$ cat src/logic/uart_pkg.sv
/*
 * shared widths, register address map and sequencer state encodings
 */

package uart_pkg;

   localparam int DIV_W  = 16;  // bit duration counter
   localparam int ADDR_W = 3;   // register address
   localparam int DATA_W = 16;  // register bus data, holds the divider

   //////////////////////////////
   // register map
   //////////////////////////////
   typedef enum logic [2:0] {
      CSR_DIV    = 3'd0,  // bit duration in clock cycles
      CSR_CTRL   = 3'd1,  // tx_en, rx_en, soft_rst
      CSR_STATUS = 3'd2,  // tx_ready, rx_ready
      CSR_TXDATA = 3'd3,  // write starts a frame
      CSR_RXDATA = 3'd4   // read clears rx_ready
   } csr_addr_e;

   //////////////////////////////
   // sequencer states
   //////////////////////////////
   typedef enum logic [1:0] {
      TX_IDLE,
      TX_LOAD,
      TX_SEND
   } tx_state_e;

   typedef enum logic [2:0] {
      RX_SYNC,
      RX_LINE_HIGH,
      RX_WAIT_START,
      RX_START,
      RX_DATA
   } rx_state_e;

endpackage

$ cat src/logic/uart_bus_arb.sv
/* fixed-priority arbiter, two host ports onto one register bus */

`timescale 1ns/100ps

module uart_bus_arb #(
   parameter int ADDR_W = uart_pkg::ADDR_W,
   parameter int DATA_W = uart_pkg::DATA_W
) (
   input  logic              clk_i,
   input  logic              rst_n_i,
   input  logic              req0_i,
   input  logic              we0_i,
   input  logic [ADDR_W-1:0] addr0_i,
   input  logic [DATA_W-1:0] wdata0_i,
   output logic              ack0_o,
   output logic [DATA_W-1:0] rdata0_o,
   input  logic              req1_i,
   input  logic              we1_i,
   input  logic [ADDR_W-1:0] addr1_i,
   input  logic [DATA_W-1:0] wdata1_i,
   output logic              ack1_o,
   output logic [DATA_W-1:0] rdata1_o,
   output logic              bus_valid_o,
   output logic              bus_we_o,
   output logic [ADDR_W-1:0] bus_addr_o,
   output logic [DATA_W-1:0] bus_wdata_o,
   input  logic [DATA_W-1:0] bus_rdata_i
);

   logic              busy_q;  // access on the bus this cycle
   logic              ack0_q, ack1_q;
   logic              grant0, grant1;
   logic              we_q;
   logic [ADDR_W-1:0] addr_q;
   logic [DATA_W-1:0] wdata_q;

   assign grant0 = ~busy_q & req0_i;            // host 0 first
   assign grant1 = ~busy_q & ~req0_i & req1_i;

   always_ff @(posedge clk_i or negedge rst_n_i) begin
      if (!rst_n_i) begin
         busy_q <= 1'b0;
         ack0_q <= 1'b0;
         ack1_q <= 1'b0;
      end else begin
         busy_q <= grant0 | grant1;
         ack0_q <= grant0;
         ack1_q <= grant1;
      end
   end

   always_ff @(posedge clk_i) begin
      if (grant0) begin
         we_q    <= we0_i;
         addr_q  <= addr0_i;
         wdata_q <= wdata0_i;
      end else if (grant1) begin
         we_q    <= we1_i;
         addr_q  <= addr1_i;
         wdata_q <= wdata1_i;
      end
   end

   assign bus_valid_o = busy_q;
   assign bus_we_o    = we_q;
   assign bus_addr_o  = addr_q;
   assign bus_wdata_o = wdata_q;

   // read data only toward the acknowledged host
   assign ack0_o   = ack0_q;
   assign ack1_o   = ack1_q;
   assign rdata0_o = ack0_q ? bus_rdata_i : '0;
   assign rdata1_o = ack1_q ? bus_rdata_i : '0;

endmodule

$ cat src/logic/uart_csr.sv
/*
 * control/status registers, bus decode, engine controls and strobes
 */

`timescale 1ns/100ps

module uart_csr #(
   parameter int ADDR_W = uart_pkg::ADDR_W,
   parameter int DATA_W = uart_pkg::DATA_W,
   parameter int DIV_W  = uart_pkg::DIV_W
) (
   input  logic              clk_i,
   input  logic              rst_n_i,
   input  logic              bus_valid_i,
   input  logic              bus_we_i,
   input  logic [ADDR_W-1:0] bus_addr_i,
   input  logic [DATA_W-1:0] bus_wdata_i,
   output logic [DATA_W-1:0] bus_rdata_o,
   output logic [DIV_W-1:0]  bit_duration_o,
   output logic              tx_en_o,
   output logic              rx_en_o,
   output logic              soft_rst_o,
   output logic              tx_write_o,
   output logic [7:0]        tx_data_o,
   output logic              rx_read_o,
   input  logic              tx_ready_i,
   input  logic              rx_ready_i,
   input  logic [7:0]        rx_data_i
);

   import uart_pkg::*;

   logic [DIV_W-1:0] div_q;
   logic             tx_en_q;
   logic             rx_en_q;
   logic             wr;
   logic             rd;

   assign wr = bus_valid_i & bus_we_i;
   assign rd = bus_valid_i & ~bus_we_i;

   //////////////////////////////
   // stored registers
   //////////////////////////////
   always_ff @(posedge clk_i or negedge rst_n_i) begin
      if (!rst_n_i) begin
         div_q   <= '0;
         tx_en_q <= 1'b0;
         rx_en_q <= 1'b0;
      end else if (wr) begin
         if (bus_addr_i == CSR_DIV) begin
            div_q <= bus_wdata_i[DIV_W-1:0];
         end
         if (bus_addr_i == CSR_CTRL) begin
            tx_en_q <= bus_wdata_i[0];
            rx_en_q <= bus_wdata_i[1];
         end
      end
   end

   assign bit_duration_o = div_q;
   assign tx_en_o        = tx_en_q;
   assign rx_en_o        = rx_en_q;

   // single-cycle strobes, live in the bus cycle
   assign soft_rst_o = wr & (bus_addr_i == CSR_CTRL) & bus_wdata_i[2];
   assign tx_write_o = wr & (bus_addr_i == CSR_TXDATA);
   assign tx_data_o  = bus_wdata_i[7:0];
   assign rx_read_o  = rd & (bus_addr_i == CSR_RXDATA);

   //////////////////////////////
   // read mux
   //////////////////////////////
   always_comb begin
      bus_rdata_o = '0;
      case (bus_addr_i)
         CSR_DIV:    bus_rdata_o[DIV_W-1:0] = div_q;
         CSR_CTRL:   bus_rdata_o[1:0] = {rx_en_q, tx_en_q};
         CSR_STATUS: bus_rdata_o[1:0] = {rx_ready_i, tx_ready_i};
         CSR_RXDATA: bus_rdata_o[7:0] = rx_data_i;
         default:    bus_rdata_o = '0;  // txdata and holes read zero
      endcase
   end

endmodule

$ cat src/logic/uart_rx.sv
/*
 * receive sequencer, line resync, start detect, mid-bit sampling
 * raises rts once running
 */

`timescale 1ns/100ps

module uart_rx #(
   parameter int DIV_W = uart_pkg::DIV_W
) (
   input  logic             clk_i,
   input  logic             rst_n_i,
   input  logic             soft_rst_i,
   input  logic             rx_en_i,
   input  logic             rxd_i,
   input  logic             rx_read_i,
   input  logic [DIV_W-1:0] bit_duration_i,
   output logic             rx_ready_o,
   output logic [7:0]       rx_data_o,
   output logic             rts_o
);

   import uart_pkg::*;

   rx_state_e        state_q, state_d;
   logic [DIV_W-1:0] cyclecnt_q, cyclecnt_d;
   logic [DIV_W-1:0] cnt_inc;
   logic [3:0]       bitcnt_q, bitcnt_d;
   logic [7:0]       pattern_q, pattern_d;  // shift in LSB first
   logic [7:0]       data_q, data_d;
   logic             ready_q, ready_d;
   logic             rts_q, rts_d;

   assign cnt_inc    = cyclecnt_q + 1'b1;
   assign rx_ready_o = ready_q;
   assign rx_data_o  = data_q;
   assign rts_o      = rts_q;

   always_comb begin
      state_d    = state_q;
      cyclecnt_d = cyclecnt_q;
      bitcnt_d   = bitcnt_q;
      pattern_d  = pattern_q;
      data_d     = data_q;
      ready_d    = ready_q;
      rts_d      = rts_q;
      case (state_q)
         RX_SYNC: begin
            rts_d      = 1'b1;
            ready_d    = 1'b0;
            cyclecnt_d = DIV_W'(1);
            bitcnt_d   = 4'd0;
            if (rxd_i) begin  // wait for a high line
               state_d = RX_LINE_HIGH;
            end
         end
         RX_LINE_HIGH: begin
            cyclecnt_d = cnt_inc;
            if (cyclecnt_q == bit_duration_i) begin
               state_d = rxd_i ? RX_WAIT_START : RX_SYNC;  // dropped early, resync
            end
         end
         RX_WAIT_START: begin
            cyclecnt_d = DIV_W'(1);
            if (!rxd_i) begin
               state_d = RX_START;
            end
         end
         RX_START: begin
            cyclecnt_d = cnt_inc;
            if (cyclecnt_q == (bit_duration_i >> 1)) begin  // half a bit in
               if (rxd_i) begin  // glitch, not a start bit
                  state_d = RX_SYNC;
               end else begin
                  cyclecnt_d = DIV_W'(1);
                  state_d    = RX_DATA;
               end
            end
         end
         RX_DATA: begin
            cyclecnt_d = cnt_inc;
            if (cyclecnt_q == bit_duration_i) begin
               cyclecnt_d = DIV_W'(1);
               bitcnt_d   = bitcnt_q + 4'd1;
               pattern_d  = {rxd_i, pattern_q[7:1]};
               if (bitcnt_q == 4'd8) begin  // this sample is the stop bit
                  data_d   = pattern_q;
                  ready_d  = 1'b1;
                  bitcnt_d = 4'd0;
                  state_d  = RX_WAIT_START;
               end
            end
         end
         default: state_d = RX_SYNC;
      endcase
   end

   always_ff @(posedge clk_i or negedge rst_n_i) begin
      if (!rst_n_i) begin
         state_q    <= RX_SYNC;
         cyclecnt_q <= DIV_W'(1);
         bitcnt_q   <= 4'd0;
         pattern_q  <= 8'd0;
         data_q     <= 8'd0;
         rts_q      <= 1'b0;
      end else if (soft_rst_i) begin
         state_q    <= RX_SYNC;
         cyclecnt_q <= DIV_W'(1);
         bitcnt_q   <= 4'd0;
         pattern_q  <= 8'd0;
         data_q     <= 8'd0;
         rts_q      <= 1'b0;
      end else if (rx_en_i) begin
         state_q    <= state_d;
         cyclecnt_q <= cyclecnt_d;
         bitcnt_q   <= bitcnt_d;
         pattern_q  <= pattern_d;
         data_q     <= data_d;
         rts_q      <= rts_d;
      end
   end

   // read clear wins over a new frame
   always_ff @(posedge clk_i or negedge rst_n_i) begin
      if (!rst_n_i) begin
         ready_q <= 1'b0;
      end else if (soft_rst_i || rx_read_i) begin
         ready_q <= 1'b0;
      end else if (rx_en_i) begin
         ready_q <= ready_d;
      end
   end

endmodule

$ cat src/logic/uart_sync.sv
/* two-flop synchronizer for the asynchronous serial inputs */

`timescale 1ns/100ps

module uart_sync #(
   parameter int WIDTH = 2
) (
   input  logic             clk_i,
   input  logic             rst_n_i,
   input  logic [WIDTH-1:0] async_i,
   output logic [WIDTH-1:0] sync_o
);

   logic [WIDTH-1:0] meta_q;
   logic [WIDTH-1:0] sync_q;

   always_ff @(posedge clk_i or negedge rst_n_i) begin
      if (!rst_n_i) begin
         meta_q <= '1;  // idle line high, cts asserted
         sync_q <= '1;
      end else begin
         meta_q <= async_i;
         sync_q <= meta_q;
      end
   end

   assign sync_o = sync_q;

endmodule

$ cat src/logic/uart_top.sv
/*
 * serial port top level, host arbiter, registers, synchronizer, tx and rx
 */

`timescale 1ns/100ps

module uart_top #(
   parameter int DIV_W  = uart_pkg::DIV_W,
   parameter int ADDR_W = uart_pkg::ADDR_W,
   parameter int DATA_W = uart_pkg::DATA_W
) (
   input  logic              clk_i,
   input  logic              rst_n_i,
   input  logic              host0_req_i,
   input  logic              host0_we_i,
   input  logic [ADDR_W-1:0] host0_addr_i,
   input  logic [DATA_W-1:0] host0_wdata_i,
   output logic              host0_ack_o,
   output logic [DATA_W-1:0] host0_rdata_o,
   input  logic              host1_req_i,
   input  logic              host1_we_i,
   input  logic [ADDR_W-1:0] host1_addr_i,
   input  logic [DATA_W-1:0] host1_wdata_i,
   output logic              host1_ack_o,
   output logic [DATA_W-1:0] host1_rdata_o,
   input  logic              rxd_i,
   input  logic              cts_i,
   output logic              txd_o,
   output logic              rts_o
);

   logic              bus_valid, bus_we;
   logic [ADDR_W-1:0] bus_addr;
   logic [DATA_W-1:0] bus_wdata, bus_rdata;
   logic [DIV_W-1:0]  bit_duration;
   logic              tx_en, rx_en, soft_rst;
   logic              tx_write, rx_read;
   logic [7:0]        tx_data, rx_data;
   logic              tx_ready, rx_ready;
   logic [1:0]        line_sync;  // {cts, rxd}

   uart_bus_arb #(.ADDR_W(ADDR_W), .DATA_W(DATA_W)) i_arb (
      .clk_i(clk_i), .rst_n_i(rst_n_i),
      .req0_i(host0_req_i), .we0_i(host0_we_i), .addr0_i(host0_addr_i),
      .wdata0_i(host0_wdata_i), .ack0_o(host0_ack_o), .rdata0_o(host0_rdata_o),
      .req1_i(host1_req_i), .we1_i(host1_we_i), .addr1_i(host1_addr_i),
      .wdata1_i(host1_wdata_i), .ack1_o(host1_ack_o), .rdata1_o(host1_rdata_o),
      .bus_valid_o(bus_valid), .bus_we_o(bus_we), .bus_addr_o(bus_addr),
      .bus_wdata_o(bus_wdata), .bus_rdata_i(bus_rdata)
   );

   uart_csr #(.ADDR_W(ADDR_W), .DATA_W(DATA_W), .DIV_W(DIV_W)) i_csr (
      .clk_i(clk_i), .rst_n_i(rst_n_i),
      .bus_valid_i(bus_valid), .bus_we_i(bus_we), .bus_addr_i(bus_addr),
      .bus_wdata_i(bus_wdata), .bus_rdata_o(bus_rdata),
      .bit_duration_o(bit_duration), .tx_en_o(tx_en), .rx_en_o(rx_en),
      .soft_rst_o(soft_rst), .tx_write_o(tx_write), .tx_data_o(tx_data),
      .rx_read_o(rx_read), .tx_ready_i(tx_ready), .rx_ready_i(rx_ready),
      .rx_data_i(rx_data)
   );

   uart_sync #(.WIDTH(2)) i_sync (
      .clk_i(clk_i), .rst_n_i(rst_n_i),
      .async_i({cts_i, rxd_i}), .sync_o(line_sync)
   );

   uart_tx #(.DIV_W(DIV_W)) i_tx (
      .clk_i(clk_i), .rst_n_i(rst_n_i), .soft_rst_i(soft_rst),
      .tx_en_i(tx_en), .cts_i(line_sync[1]), .tx_write_i(tx_write),
      .tx_data_i(tx_data), .bit_duration_i(bit_duration),
      .tx_ready_o(tx_ready), .txd_o(txd_o)
   );

   uart_rx #(.DIV_W(DIV_W)) i_rx (
      .clk_i(clk_i), .rst_n_i(rst_n_i), .soft_rst_i(soft_rst),
      .rx_en_i(rx_en), .rxd_i(line_sync[0]), .rx_read_i(rx_read),
      .bit_duration_i(bit_duration), .rx_ready_o(rx_ready),
      .rx_data_o(rx_data), .rts_o(rts_o)
   );

endmodule

$ cat src/logic/uart_tx.sv
/*
 * transmit sequencer, start + 8 data + stop, LSB first
 * steps only while enabled and cleared to send
 */

`timescale 1ns/100ps

module uart_tx #(
   parameter int DIV_W = uart_pkg::DIV_W
) (
   input  logic             clk_i,
   input  logic             rst_n_i,
   input  logic             soft_rst_i,
   input  logic             tx_en_i,
   input  logic             cts_i,
   input  logic             tx_write_i,
   input  logic [7:0]       tx_data_i,
   input  logic [DIV_W-1:0] bit_duration_i,
   output logic             tx_ready_o,
   output logic             txd_o
);

   import uart_pkg::*;

   tx_state_e        state_q, state_d;
   logic [9:0]       pattern_q, pattern_d;  // {stop, data, start}
   logic [3:0]       bitcnt_q, bitcnt_d;
   logic [DIV_W-1:0] cyclecnt_q, cyclecnt_d;
   logic             ready_q, ready_d;
   logic             pend_q;                // write seen, frame not yet loaded
   logic [7:0]       data_q;
   logic             step;
   logic             go;

   assign step       = tx_en_i & cts_i;
   assign go         = tx_write_i | pend_q;
   assign txd_o      = pattern_q[0];
   assign tx_ready_o = ready_q & ~pend_q;  // busy as soon as a byte is pending

   always_ff @(posedge clk_i) begin
      if (tx_write_i) begin
         data_q <= tx_data_i;
      end
   end

   always_ff @(posedge clk_i or negedge rst_n_i) begin
      if (!rst_n_i) begin
         pend_q <= 1'b0;
      end else if (soft_rst_i) begin
         pend_q <= 1'b0;
      end else if (tx_write_i) begin
         pend_q <= 1'b1;
      end else if (step && state_q == TX_LOAD) begin
         pend_q <= 1'b0;
      end
   end

   always_comb begin
      state_d    = state_q;
      pattern_d  = pattern_q;
      bitcnt_d   = bitcnt_q;
      cyclecnt_d = cyclecnt_q;
      ready_d    = ready_q;
      case (state_q)
         TX_IDLE: begin
            ready_d    = 1'b1;
            bitcnt_d   = 4'd0;
            cyclecnt_d = DIV_W'(1);
            pattern_d  = '1;  // line idles high
            if (go) begin
               state_d = TX_LOAD;
               ready_d = 1'b0;
            end
         end
         TX_LOAD: begin
            pattern_d = {1'b1, data_q, 1'b0};
            state_d   = TX_SEND;
         end
         TX_SEND: begin
            cyclecnt_d = cyclecnt_q + 1'b1;
            if (cyclecnt_q == bit_duration_i) begin
               if (bitcnt_q == 4'd9) begin  // stop bit done
                  state_d = TX_IDLE;
               end else begin
                  pattern_d  = {1'b0, pattern_q[9:1]};
                  bitcnt_d   = bitcnt_q + 4'd1;
                  cyclecnt_d = DIV_W'(1);
               end
            end
         end
         default: state_d = TX_IDLE;
      endcase
   end

   always_ff @(posedge clk_i or negedge rst_n_i) begin
      if (!rst_n_i) begin
         state_q    <= TX_IDLE;
         pattern_q  <= '1;
         bitcnt_q   <= 4'd0;
         cyclecnt_q <= '0;
         ready_q    <= 1'b0;
      end else if (soft_rst_i) begin
         state_q    <= TX_IDLE;
         pattern_q  <= '1;
         bitcnt_q   <= 4'd0;
         cyclecnt_q <= '0;
         ready_q    <= 1'b0;
      end else if (step) begin  // frozen otherwise
         state_q    <= state_d;
         pattern_q  <= pattern_d;
         bitcnt_q   <= bitcnt_d;
         cyclecnt_q <= cyclecnt_d;
         ready_q    <= ready_d;
      end
   end

endmodule

$ cat config.mk
export PLATFORM = sky130hd
export DESIGN_NAME = uart_top
export DESIGN_NICKNAME = d
export VERILOG_FILES = /design/src/logic/uart_pkg.sv /design/src/logic/uart_bus_arb.sv /design/src/logic/uart_csr.sv /design/src/logic/uart_rx.sv /design/src/logic/uart_sync.sv /design/src/logic/uart_top.sv /design/src/logic/uart_tx.sv
export SDC_FILE = /design/constraint.sdc
export NUM_CORES = 1
export LEC_CHECK = 0
export BUFFER_PORTS_ARGS = -buffer_cell sky130_fd_sc_hd__buf_2
export CORE_UTILIZATION = 30
export DETAILED_ROUTE_END_ITERATION = 12
export SLEW_MARGIN = 15
export SYNTH_ARGS = -nofsm -noshare
export SYNTH_HDL_FRONTEND = slang
export SYNTH_SLANG_ARGS = --single-unit
$ cat constraint.sdc
create_clock -name clk_i -period 4.36 [get_ports clk_i]
set_input_delay 0.654 -clock clk_i [delete_from_list [all_inputs] [get_ports clk_i]]
set_output_delay 0.654 -clock clk_i [all_outputs]
set_load 0.005 [all_outputs]
==> results of run 1 <==
-- routing by layer --
metal | vias to the layer above | wire (µm) | share of wire
met1 | 2650 | 8540 | 0.49
met2 | 142 | 8020 | 0.46
met5 | - | 0 | 0
li1 | 2624 | - | -
met3 | 22 | 624 | 0.036
met4 | 0 | 375 | 0.021
-- layout by cell type, fill, tap and decap left out, types with 6 or more instances in the layout --
cell       count
clkbuf_16     17
a211oi_1       6
o31ai_1        8
o22ai_1        7
mux2i_1       21
nor3_1        11
and2_1        25
a21oi_1       21
dfrtp_1       85
buf_2         80
nor4_1         7
and3_1        15
nor2_1        60
xor2_1        32
nor2b_1        8
inv_1         17
edfxtp_1      28
buf_4          8
a22o_1        12
ha_1          10
a22oi_1        9
dfstp_2       15
nand3_1       18
nand2_1       55
o21ai_0       27
mux2_2        42
xnor2_1       18
nand4_1       11
inv_6          6
-- path summary, 6_finish.rpt --
path                       slack [ns]                  end  cells after the start
hold / removal                   0.32     i_sync.meta_q[1]                      1
setup reg to reg                 1.61     i_tx.bitcnt_q[3]                      6
hold reg to reg                  0.36     i_sync.sync_o[0]                      0
max in group asynchronous        2.99   i_tx.cyclecnt_q[0]                      2
setup / recovery                 1.44    host0_rdata_o[12]                      5
min in group asynchronous        0.37  i_rx.cyclecnt_q[11]                      1
-- sequential cells by signal (all words and copies together), names as in the netlist, 2 cells and up --
signal and count:
i_rx.state_q 3, i_sync.sync_o 2, i_tx.pattern_q 10, i_arb.bus_addr_o 3, i_tx.bitcnt_q 4, i_csr.bit_duration_o 16, i_sync.meta_q 2, i_rx.cyclecnt_q 16
i_rx.pattern_q 8, i_tx.data_q 8, i_tx.cyclecnt_q 16, i_tx.state_q 2, i_rx.rx_data_o 8, i_rx.bitcnt_q 4, i_arb.bus_wdata_o 16
-- cell type report --
cell class                 instances  share of cell area
multi-input combinational        503               0.419
timing repair buffer              88              0.0548
sequential                       128               0.400
inverter                          17             0.00759
clock buffer                      17              0.0506
tap                              319              0.0475
clock inverter                    15              0.0202
-- power groups by stage --
stage | registers (mW) | logic, mW | clock network, mW
floorplan | 1.64 | 1.20 | 0
detailed placement | 1.83 | 1.35 | 0
global placement | 1.83 | 1.34 | 0
global route | 1.85 | 1.50 | 1.53
finish | 1.82 | 1.35 | 1.45
CTS | 1.82 | 1.36 | 1.47
-- cell families (layout without fill, tap and decap cells) --
group / Yosys count / in the layout / share of synthesized area
multiplexers: 63 / 63 / 0.0948
AND/OR/NAND/NOR: 255 / 255 / 0.197
XOR/XNOR: 50 / 50 / 0.0608
adder cells (fa/ha/maj): 10 / 10 / 0.0174
AO/OA/AOI/OAI: 125 / 125 / 0.119
buffers and inverters: 63 / 137 / 0.0448
flip-flops: 128 / 128 / 0.466
==> results.sh, run 1 <==
export IMPL_dr_total_vias=5438
export IMPL_pwr_share_seq=0.394
export IMPL_synth_cell_types=67
export IMPL_drive_gt1_frac=0.254
export IMPL_drc=0
export IMPL_async_flop_share=0.781
export IMPL_finClkSkew_ns=0.0101
export IMPL_cts_sinks=128
export IMPL_p_total_mw=4.62
export IMPL_yosysTopAreaCell="dfrtp_1"
export IMPL_dp_cells=1055
export IMPL_switching_power_mw=1.69
export IMPL_cp_arrival_ns=2.26
export IMPL_n_fill_cell=2428
export IMPL_setup_ws_ns=1.44
export IMPL_intPower_mw=2.93
export IMPL_startpoint_type="flip-flop"
export IMPL_fmax_mhz=343
export IMPL_timing_hold_ws_ns=0.324
export IMPL_status="finished clean"
export IMPL_synthTopCellsByArea="dfrtp_1 30%, edfxtp_1 12%, mux2_2 6.6%"
export IMPL_setup_violations_final=0
export IMPL_core_um2=23500
export IMPL_final_area_um2=8410
export IMPL_avgRoutedWirePerCell_um=16.1
export IMPL_path_cells="nor2_1, nand2_1, nor2_1, and2_2, buf_2"
export IMPL_syn_nets=750
export IMPL_place_congestion=0.801
export IMPL_maxSlewViolCount=0
export IMPL_power_density_nw_per_um2=549
export IMPL_grt_max_degree=77
export IMPL_grt_total_usage=0.149
export IMPL_fp_dieH_um=157
export IMPL_worst_path_buf_inv=1
export IMPL_worst_path_largest_cell_delay_ns=0.52
export IMPL_clkPwrFrac=0.314
export IMPL_area_delta_synth_final_pct=16.6
export IMPL_fin_setup_tns_ns=0
export IMPL_ios=82
export IMPL_fin_nets=811
export IMPL_postLayoutCoreUtil=0.357
export IMPL_tightest_slew_ns=1.01
export IMPL_cts_tree="built"
export IMPL_worst_setup_path_end_kind="primary output"
export IMPL_multi_input_area_um2=3520
export IMPL_combPwrFrac=0.291
export IMPL_rsz0062_at_grt="no"
export IMPL_antenna_found_initial=0
export IMPL_die_area_um2=24600
export IMPL_yosysSeqAreaShare=0.466
export IMPL_firstDrtPassIters=4
export IMPL_cpMaxStageDelayCell="edfxtp_1"
export IMPL_clockBufferDepth=2
export IMPL_hold_path_class="input port to flip-flop"
export IMPL_hold_viol_final=0
export IMPL_post_cts_setup_buffers=0
export IMPL_regArea_um2=3360
export IMPL_path_class="flip-flop to primary output"
export IMPL_met1_usage=0.205
export IMPL_antenna_cells=0
export IMPL_synth_seq_cells=128
export IMPL_path_common_cell="nor2_1"
export IMPL_drt_iter0_markers=350
export IMPL_hold_buffers=0
export IMPL_hold_start="cts_i"
export IMPL_period_needed_ns=2.92
export IMPL_ys_warnings_count=0
export IMPL_p_leak_nw=3.58
export IMPL_switching_share=0.366
export IMPL_timing_rr_start="i_arb.bus_addr_o[2]"
export IMPL_max_slew_margin=0.324
export IMPL_cts_buffers=17
export IMPL_crit_family="simple AND/OR/NAND/NOR gates"
export IMPL_cp_required_ns=3.71
export IMPL_maxCapViolCount=0
export IMPL_path_clk_slew_ns=0.06
export IMPL_ant_nets=0
export IMPL_rows=56
export IMPL_cts_root_buf="clkbuf_16"
export IMPL_worstSkewPairLatency_ns=0.42
export IMPL_synth_cells=694
export IMPL_grt_pass1_vias=5239
export IMPL_synth_top_area_frac=0.295
export IMPL_worstPathMaxFanout=8
export IMPL_viasPerCell=5.00
export IMPL_post_place_ws_ns=1.62
export IMPL_wl_um=17600
export IMPL_top_usage_layer="met2"
export IMPL_buffer_ports_inserted=81
export IMPL_grt_util_met3=0.0267
export IMPL_cts_resized=0
export IMPL_post_dp_cell_area_um2=7810
export IMPL_irDropWorstVdd_mv=0.402
export IMPL_overflow=0
export IMPL_finalCritPeriodShare=0.669
export IMPL_die_w_um=157
export IMPL_fin_cells=1087
export IMPL_ys_top_cells_by_count="85 x dfrtp_1, 60 x nor2_1, 55 x nand2_1"
export IMPL_postSynthAreaPerCell_um2=10.4
export IMPL_synth_area_um2=7210
export IMPL_initial_core_util=0.306
export IMPL_synth_most_common_cell="dfrtp_1"
export IMPL_dpl_hpwl_um=12600
export IMPL_synth_edf_count=28
export IMPL_met2_usage=0.232
export IMPL_yosys_most_used_dff="dfrtp_1"
export IMPL_critPathLaunch="i_arb.bus_addr_o[0]"
export IMPL_htreeDepth=4
export IMPL_grt_pass1_wl_um=28400
Power figures use the tool's default switching activity.
==> run 2, diff against run 1 <==
Settings changed: ABC_AREA set to 1.
Clock period 4.36 ns to 2.69 ns, I/O delays scaled along.
==> results.sh, run 2 <==
export IMPL_status="finished clean"
export IMPL_fp_dieH_um=157
export IMPL_cp_required_ns=2.29
export IMPL_setup_violations_final=0
export IMPL_max_slew_margin=0.411
export IMPL_worstPathMaxFanout=20
export IMPL_antenna_cells=0
export IMPL_finClkSkew_ns=0.0116
export IMPL_fin_nets=1075
export IMPL_cts_sinks=128
export IMPL_p_leak_nw=4.06
export IMPL_path_clk_slew_ns=0.07
export IMPL_ios=82
export IMPL_viasPerCell=4.65
export IMPL_ys_warnings_count=0
export IMPL_synth_top_area_frac=0.297
export IMPL_die_w_um=157
export IMPL_async_flop_share=0.781
export IMPL_synth_area_um2=7160
export IMPL_grt_max_degree=39
export IMPL_rows=56
export IMPL_maxCapViolCount=0
export IMPL_synth_edf_count=28
export IMPL_core_um2=23500
export IMPL_drc=0
export IMPL_cts_buffers=17
export IMPL_synth_cell_types=38
export IMPL_min_path_cells=1
export IMPL_tightest_slew_ns=0.883
export IMPL_antenna_found_initial=0
export IMPL_ff2ff_setup_slack_ns=0.41
export IMPL_maxSlewViolCount=0
export IMPL_cts_tree="built"
export IMPL_overflow=0
export IMPL_final_common_cell="nand2_1"
export IMPL_path_class="flip-flop to primary output"
export IMPL_irDropWorstVdd_mv=0.396
export IMPL_worstSkewPairLatency_ns=0.43
export IMPL_period_needed_ns=2.45
export IMPL_grt_pass1_vias=5703
export IMPL_r2r_end="i_tx.pattern_q[8]"
export IMPL_synth_seq_cells=128
export IMPL_rr_worst_depth=8
export IMPL_drive_gt1_frac=0.165
export IMPL_min_to="i_sync.meta_q[1]"
export IMPL_final_cell_mix="291 x nand2_1, 114 x nor2_1, 99 x inv_1, 85 x dfrtp_1, 80 x buf_2"
export IMPL_yosysSeqAreaShare=0.469
export IMPL_dpl_hpwl_um=13600
export IMPL_path_cells="nor2_1, nand2_1, buf_4, o22ai_1, inv_1, nor2_1, buf_2"
export IMPL_worst_path_largest_cell_delay_ns=0.47
export IMPL_rsz0062_at_grt="no"
export IMPL_hold_start="cts_i"
export IMPL_synth_cells=933
export IMPL_drt_iter0_markers=462
export IMPL_hold_viol_final=0
export IMPL_firstDrtPassIters=7
export IMPL_hold_path_class="input port to flip-flop"
export IMPL_postSynthAreaPerCell_um2=7.68
export IMPL_power_density_nw_per_um2=850
export IMPL_startpoint_type="flip-flop"
export IMPL_ys_top_cells_by_count="291 x nand2_1, 115 x nor2_1, 99 x inv_1"
export IMPL_clockBufferDepth=2
export IMPL_finalCritPeriodShare=0.912
export IMPL_buffer_ports_inserted=81
export IMPL_dr_total_vias=6276
export IMPL_synthTopCellsByArea="dfrtp_1 30%, nand2_1 15%, edfxtp_1 12%"
export IMPL_cp_arrival_ns=2.05
export IMPL_worst_setup_path_end_kind="primary output"
export IMPL_avgRoutedWirePerCell_um=13.5
export IMPL_grt_total_usage=0.158
export IMPL_timing_rr_start="i_tx.state_q[0]"
export IMPL_cts_root_buf="clkbuf_16"
export IMPL_fin_setup_tns_ns=0
export IMPL_htreeDepth=4
export IMPL_yosysTopAreaCell="dfrtp_1"
export IMPL_ant_nets=0
export IMPL_cpMaxStageDelayCell="edfxtp_1"
export IMPL_synth_most_common_cell="nand2_1"
export IMPL_die_area_um2=24500
export IMPL_area_delta_synth_final_pct=19.2
export IMPL_path_common_cell="nor2_1"
export IMPL_post_cts_setup_buffers=0
export IMPL_syn_nets=989
export IMPL_fmax_mhz=407
export IMPL_yosys_most_used_dff="dfrtp_1"
export IMPL_dp_cells=1318
export IMPL_fin_cells=1351
export IMPL_grt_pass1_wl_um=29600
export IMPL_wl_um=18300
export IMPL_place_congestion=0.901
export IMPL_initial_core_util=0.305
run 2: cell types whose count changed in the layout (fill, tap and decap cells not counted), sizes merged, moves of 12 or more:
cell / previous run / this run
nand2: 55 / 297
inv: 26 / 114
nor2: 61 / 120
mux2: 42 / 0
nand3: 18 / 48
o21ai: 29 / 58
and2: 28 / 0
mux2i: 21 / 0
xnor2: 18 / 1
and3: 15 / 0
nor3: 13 / 28
a22o: 12 / 0
run 2: worst max path at each step:
stage / cells past startpoint / end / startpoint
floorplan: 2 / i_arb.bus_addr_o[0] / host1_req_i
global placement: 8 / i_tx.pattern_q[4] / i_tx.state_q[0]
detailed placement: 8 / i_tx.pattern_q[8] / i_tx.state_q[0]
CTS: 7 / host0_rdata_o[4] / i_arb.bus_addr_o[0]
global route: 7 / host0_rdata_o[4] / i_arb.bus_addr_o[0]
finish: 7 / host0_rdata_o[4] / i_arb.bus_addr_o[0]
run 2: logic make-up after synthesis:
group	after synthesis	share of synthesized area
simple gates	511	0.296
buf+inv	132	0.0743
fa+ha+maj	10	0.0175
xor+xnor	41	0.0501
flops	128	0.469
compound gates	111	0.0922
run 2: cell type report:
class | instances | area [µm²]
clock buffer | 18 | 439
clock inverter | 14 | 145
fill | 2481 | 14900
inverter | 105 | 394
multi-input combinational | 673 | 3270
sequential | 128 | 3360
tap | 319 | 399
timing repair buffer | 94 | 520
run 2: report_power, final:
| group | switching [mW] | total [mW] | internal (mW) |
|---|---|---|---|
| Combinational | 1.41 | 2.15 | 0.748 |
| Clock | 0.979 | 2.31 | 1.33 |
| Sequential | 0.380 | 2.79 | 2.41 |
run 2: routing by layer:
metal  global-route usage  routed length (µm)
met2                0.241                7780
met5                    0                   0
met3               0.0299                1130
met4               0.0481                 229
met1                0.224                9160
run 2: worst max-delay path, delay by kind of cell, from the launching register on:
| family | cells | cell delay [ns] |
|---|---|---|
| buffers and inverters | 3 | 0.47 |
| DFF | 1 | 0.47 |
| AOI/OAI and AO/OA | 1 | 0.18 |
| and+or+nand+nor | 3 | 0.50 |
run 2: repair_timing:
action                    4_1_cts  5_1_grt
gates resized for setup         0        0
hold endpoints to repair       35        0
hold buffers                    1        0
run 2: per-stage QoR:
stage	area (µm²)	power [mW]	util	hold WS [ns]	setup slack (ns)
6_report	8530	7.26	0.364	0.0663	0.236
5_1_grt	8530	7.74	0.364	0.0459	0.0151
4_1_cts	8530	7.29	0.364	0.0556	0.232
3_5_place_dp	7940	4.96	0.338	0.347	0.478
3_3_place_gp	7940	4.93	0.338	0.346	0.598
2_1_floorplan	7160	4.32	-	0.108	0.784
==> run 3, diff against run 2 <==
Settings changed: RECOVER_POWER set to 100, SYNTH_HIERARCHICAL set to 1.
==> results.sh, run 3 <==
export IMPL_worstSkewPairLatency_ns=0.42
export IMPL_tightest_slew_ns=1.07
export IMPL_avgRoutedWirePerCell_um=12.8
export IMPL_ios=82
export IMPL_drive_gt1_frac=0.153
export IMPL_worst_setup_path_end_kind="flip-flop"
export IMPL_synth_cell_types=43
export IMPL_syn_nets=1165
export IMPL_fp_dieH_um=165
export IMPL_cts_root_buf="clkbuf_16"
export IMPL_ant_nets=0
export IMPL_startpoint_type="flip-flop"
export IMPL_fmax_mhz=407
export IMPL_max_slew_margin=0.288
export IMPL_cp_required_ns=3.04
export IMPL_cts_tree="built"
export IMPL_dp_cells=1498
export IMPL_post_cts_setup_buffers=0
export IMPL_core_um2=26000
export IMPL_status="finished clean"
export IMPL_grt_max_degree=44
export IMPL_drt_iter0_markers=346
export IMPL_antenna_cells=0
export IMPL_synth_cells=1108
export IMPL_fin_cells=1531
export IMPL_ys_top_cells_by_count="412 x nand2_1, 148 x inv_1, 89 x nor2_1"
export IMPL_grt_pass1_wl_um=32400
export IMPL_die_w_um=165
export IMPL_final_common_cell="nand2_1"
export IMPL_crit_family="simple AND/OR/NAND/NOR gates"
export IMPL_setup_violations_final=0
export IMPL_cp_arrival_ns=2.81
export IMPL_clkPwrFrac=0.287
export IMPL_cts_buffers=17
export IMPL_path_cells="nor2_4, nand3_1, nor2_2, buf_12, nor2_1, inv_1, nor2_1, a31oi_4, nand3_4, nand2_1, nand2_1"
export IMPL_yosysTopAreaCell="dfrtp_1"
export IMPL_synth_edf_count=28
export IMPL_path_class="flip-flop to flip-flop"
export IMPL_initial_core_util=0.306
export IMPL_maxCapViolCount=0
export IMPL_rsz0062_at_grt="yes"
export IMPL_hold_viol_final=0
export IMPL_dr_total_vias=7004
export IMPL_cts_sinks=128
export IMPL_cpMaxStageDelayCell="edfxtp_1"
export IMPL_drc=0
export IMPL_grt_pass1_vias=6549
export IMPL_pwr_share_seq=0.395
export IMPL_postSynthAreaPerCell_um2=7.17
export IMPL_switching_power_mw=3.07
export IMPL_path_clk_slew_ns=0.06
export IMPL_n_fill_cell=2772
export IMPL_buffer_ports_inserted=81
export IMPL_antenna_found_initial=0
export IMPL_dpl_hpwl_um=14400
export IMPL_firstDrtPassIters=5
export IMPL_synth_seq_cells=128
export IMPL_wl_um=19500
export IMPL_p_leak_nw=4.72
export IMPL_yosysSeqAreaShare=0.423
export IMPL_power_density_nw_per_um2=849
export IMPL_intPower_mw=4.66
export IMPL_area_delta_synth_final_pct=14.5
export IMPL_synth_most_common_cell="nand2_1"
export IMPL_fin_setup_tns_ns=0
export IMPL_async_flop_share=0.781
export IMPL_final_cell_mix="415 x nand2_1, 149 x inv_1, 92 x nor2_1, 87 x nand3_1, 85 x dfrtp_1"
export IMPL_htreeDepth=4
export IMPL_irDropWorstVdd_mv=0.564
export IMPL_combPwrFrac=0.318
export IMPL_finalCritPeriodShare=0.913
export IMPL_fin_nets=1240
export IMPL_worst_path_buf_inv=2
export IMPL_overflow=0
export IMPL_die_area_um2=27100
export IMPL_worst_path_largest_cell_delay_ns=0.48
export IMPL_switching_share=0.397
export IMPL_ys_warnings_count=6
export IMPL_grt_total_usage=0.154
export IMPL_maxSlewViolCount=0
export IMPL_synthTopCellsByArea="dfrtp_1 27%, nand2_1 19%, edfxtp_1 11%"
export IMPL_hold_path_class="input port to flip-flop"
export IMPL_worstPathMaxFanout=28
export IMPL_place_congestion=0.836
export IMPL_clockBufferDepth=2
export IMPL_synth_top_area_frac=0.268
export IMPL_rows=59
export IMPL_yosys_most_used_dff="dfrtp_1"
export IMPL_synth_area_um2=7950
export IMPL_viasPerCell=4.57
export IMPL_finClkSkew_ns=0.00730
export IMPL_period_needed_ns=2.46
==> run 3: per-layer routing <==
metal / global-route usage / vias to the layer above / wire length (µm)
met2: 0.254 / 179 / 9160
li1: - / 3586 / -
met1: 0.205 / 3215 / 9220
met3: 0.0249 / 24 / 838
met5: 0 / - / 0
met4: 0.0500 / 0 / 331
==> run 3: final timing paths <==
kind / startpoint / to / slack (ns) / depth (start not counted)
max in group asynchronous: rst_n_i / i_csr/bit_duration_o[3] / 0.54 / 3
min: rxd_i / i_sync/meta_q[0] / 0.08 / 1
max reg2reg: i_arb/bus_addr_o[1] / i_tx/pattern_q[9] / 0.23 / 11
max: i_arb/bus_addr_o[1] / i_tx/pattern_q[9] / 0.23 / 11
min reg2reg: i_sync/meta_q[1] / i_sync/sync_o[1] / 0.35 / 0
min in group asynchronous: rst_n_i / i_tx/state_q[1] / 0.74 / 2
==> run 3: kinds of logic after synthesis <==
kind of cell / share of synthesized area
simple gates: 0.376
xor+xnor: 0.0231
flops: 0.423
compound gates: 0.0430
fa+ha+maj: 0.0173
buf+inv: 0.117
==> run 3: area by class of cell <==
class	count	area, µm²	share of cell area
Multi-Input combinational cell	772	3610	0.397
Sequential cell	128	3360	0.369
Inverter	170	651	0.0715
Timing Repair Buffer	94	490	0.0539
Clock buffer	18	429	0.0472
Tap cell	335	419	0.0461
Clock inverter	14	139	0.0153
==> run 3: per-stage QoR <==
step           instance area, µm²  hold slack, ns   util  total power, mW  setup WS, ns
2_1_floorplan                7950           0.108      -             4.81         0.333
3_3_place_gp                 8610           0.346  0.331             5.51         0.261
3_5_place_dp                 8610           0.348  0.331             5.56         0.206
4_1_cts                      9190          0.0636  0.354             7.82         0.202
5_1_grt                      9100          0.0637  0.350             8.32       -0.0328
6_report                     9100          0.0833  0.350             7.73         0.234
==> run 3: what timing repair did <==
action                                  4_1_cts  5_1_grt
hold endpoints to repair                     12        0
resized for setup                             0        4
endpoints found under the setup margin        0       16
hold buffers                                  1        0
==> run 3: power by group through the flow <==
| stage | Combinational [mW] | Clock (mW) | Sequential [mW] |
|---|---|---|---|
| 6_report | 2.46 | 2.22 | 3.05 |
| 5_1_grt | 2.85 | 2.35 | 3.12 |
| 4_1_cts | 2.49 | 2.27 | 3.06 |
| 3_5_place_dp | 2.47 | 0 | 3.09 |
| 3_3_place_gp | 2.42 | 0 | 3.09 |
| 2_1_floorplan | 1.99 | 0 | 2.81 |
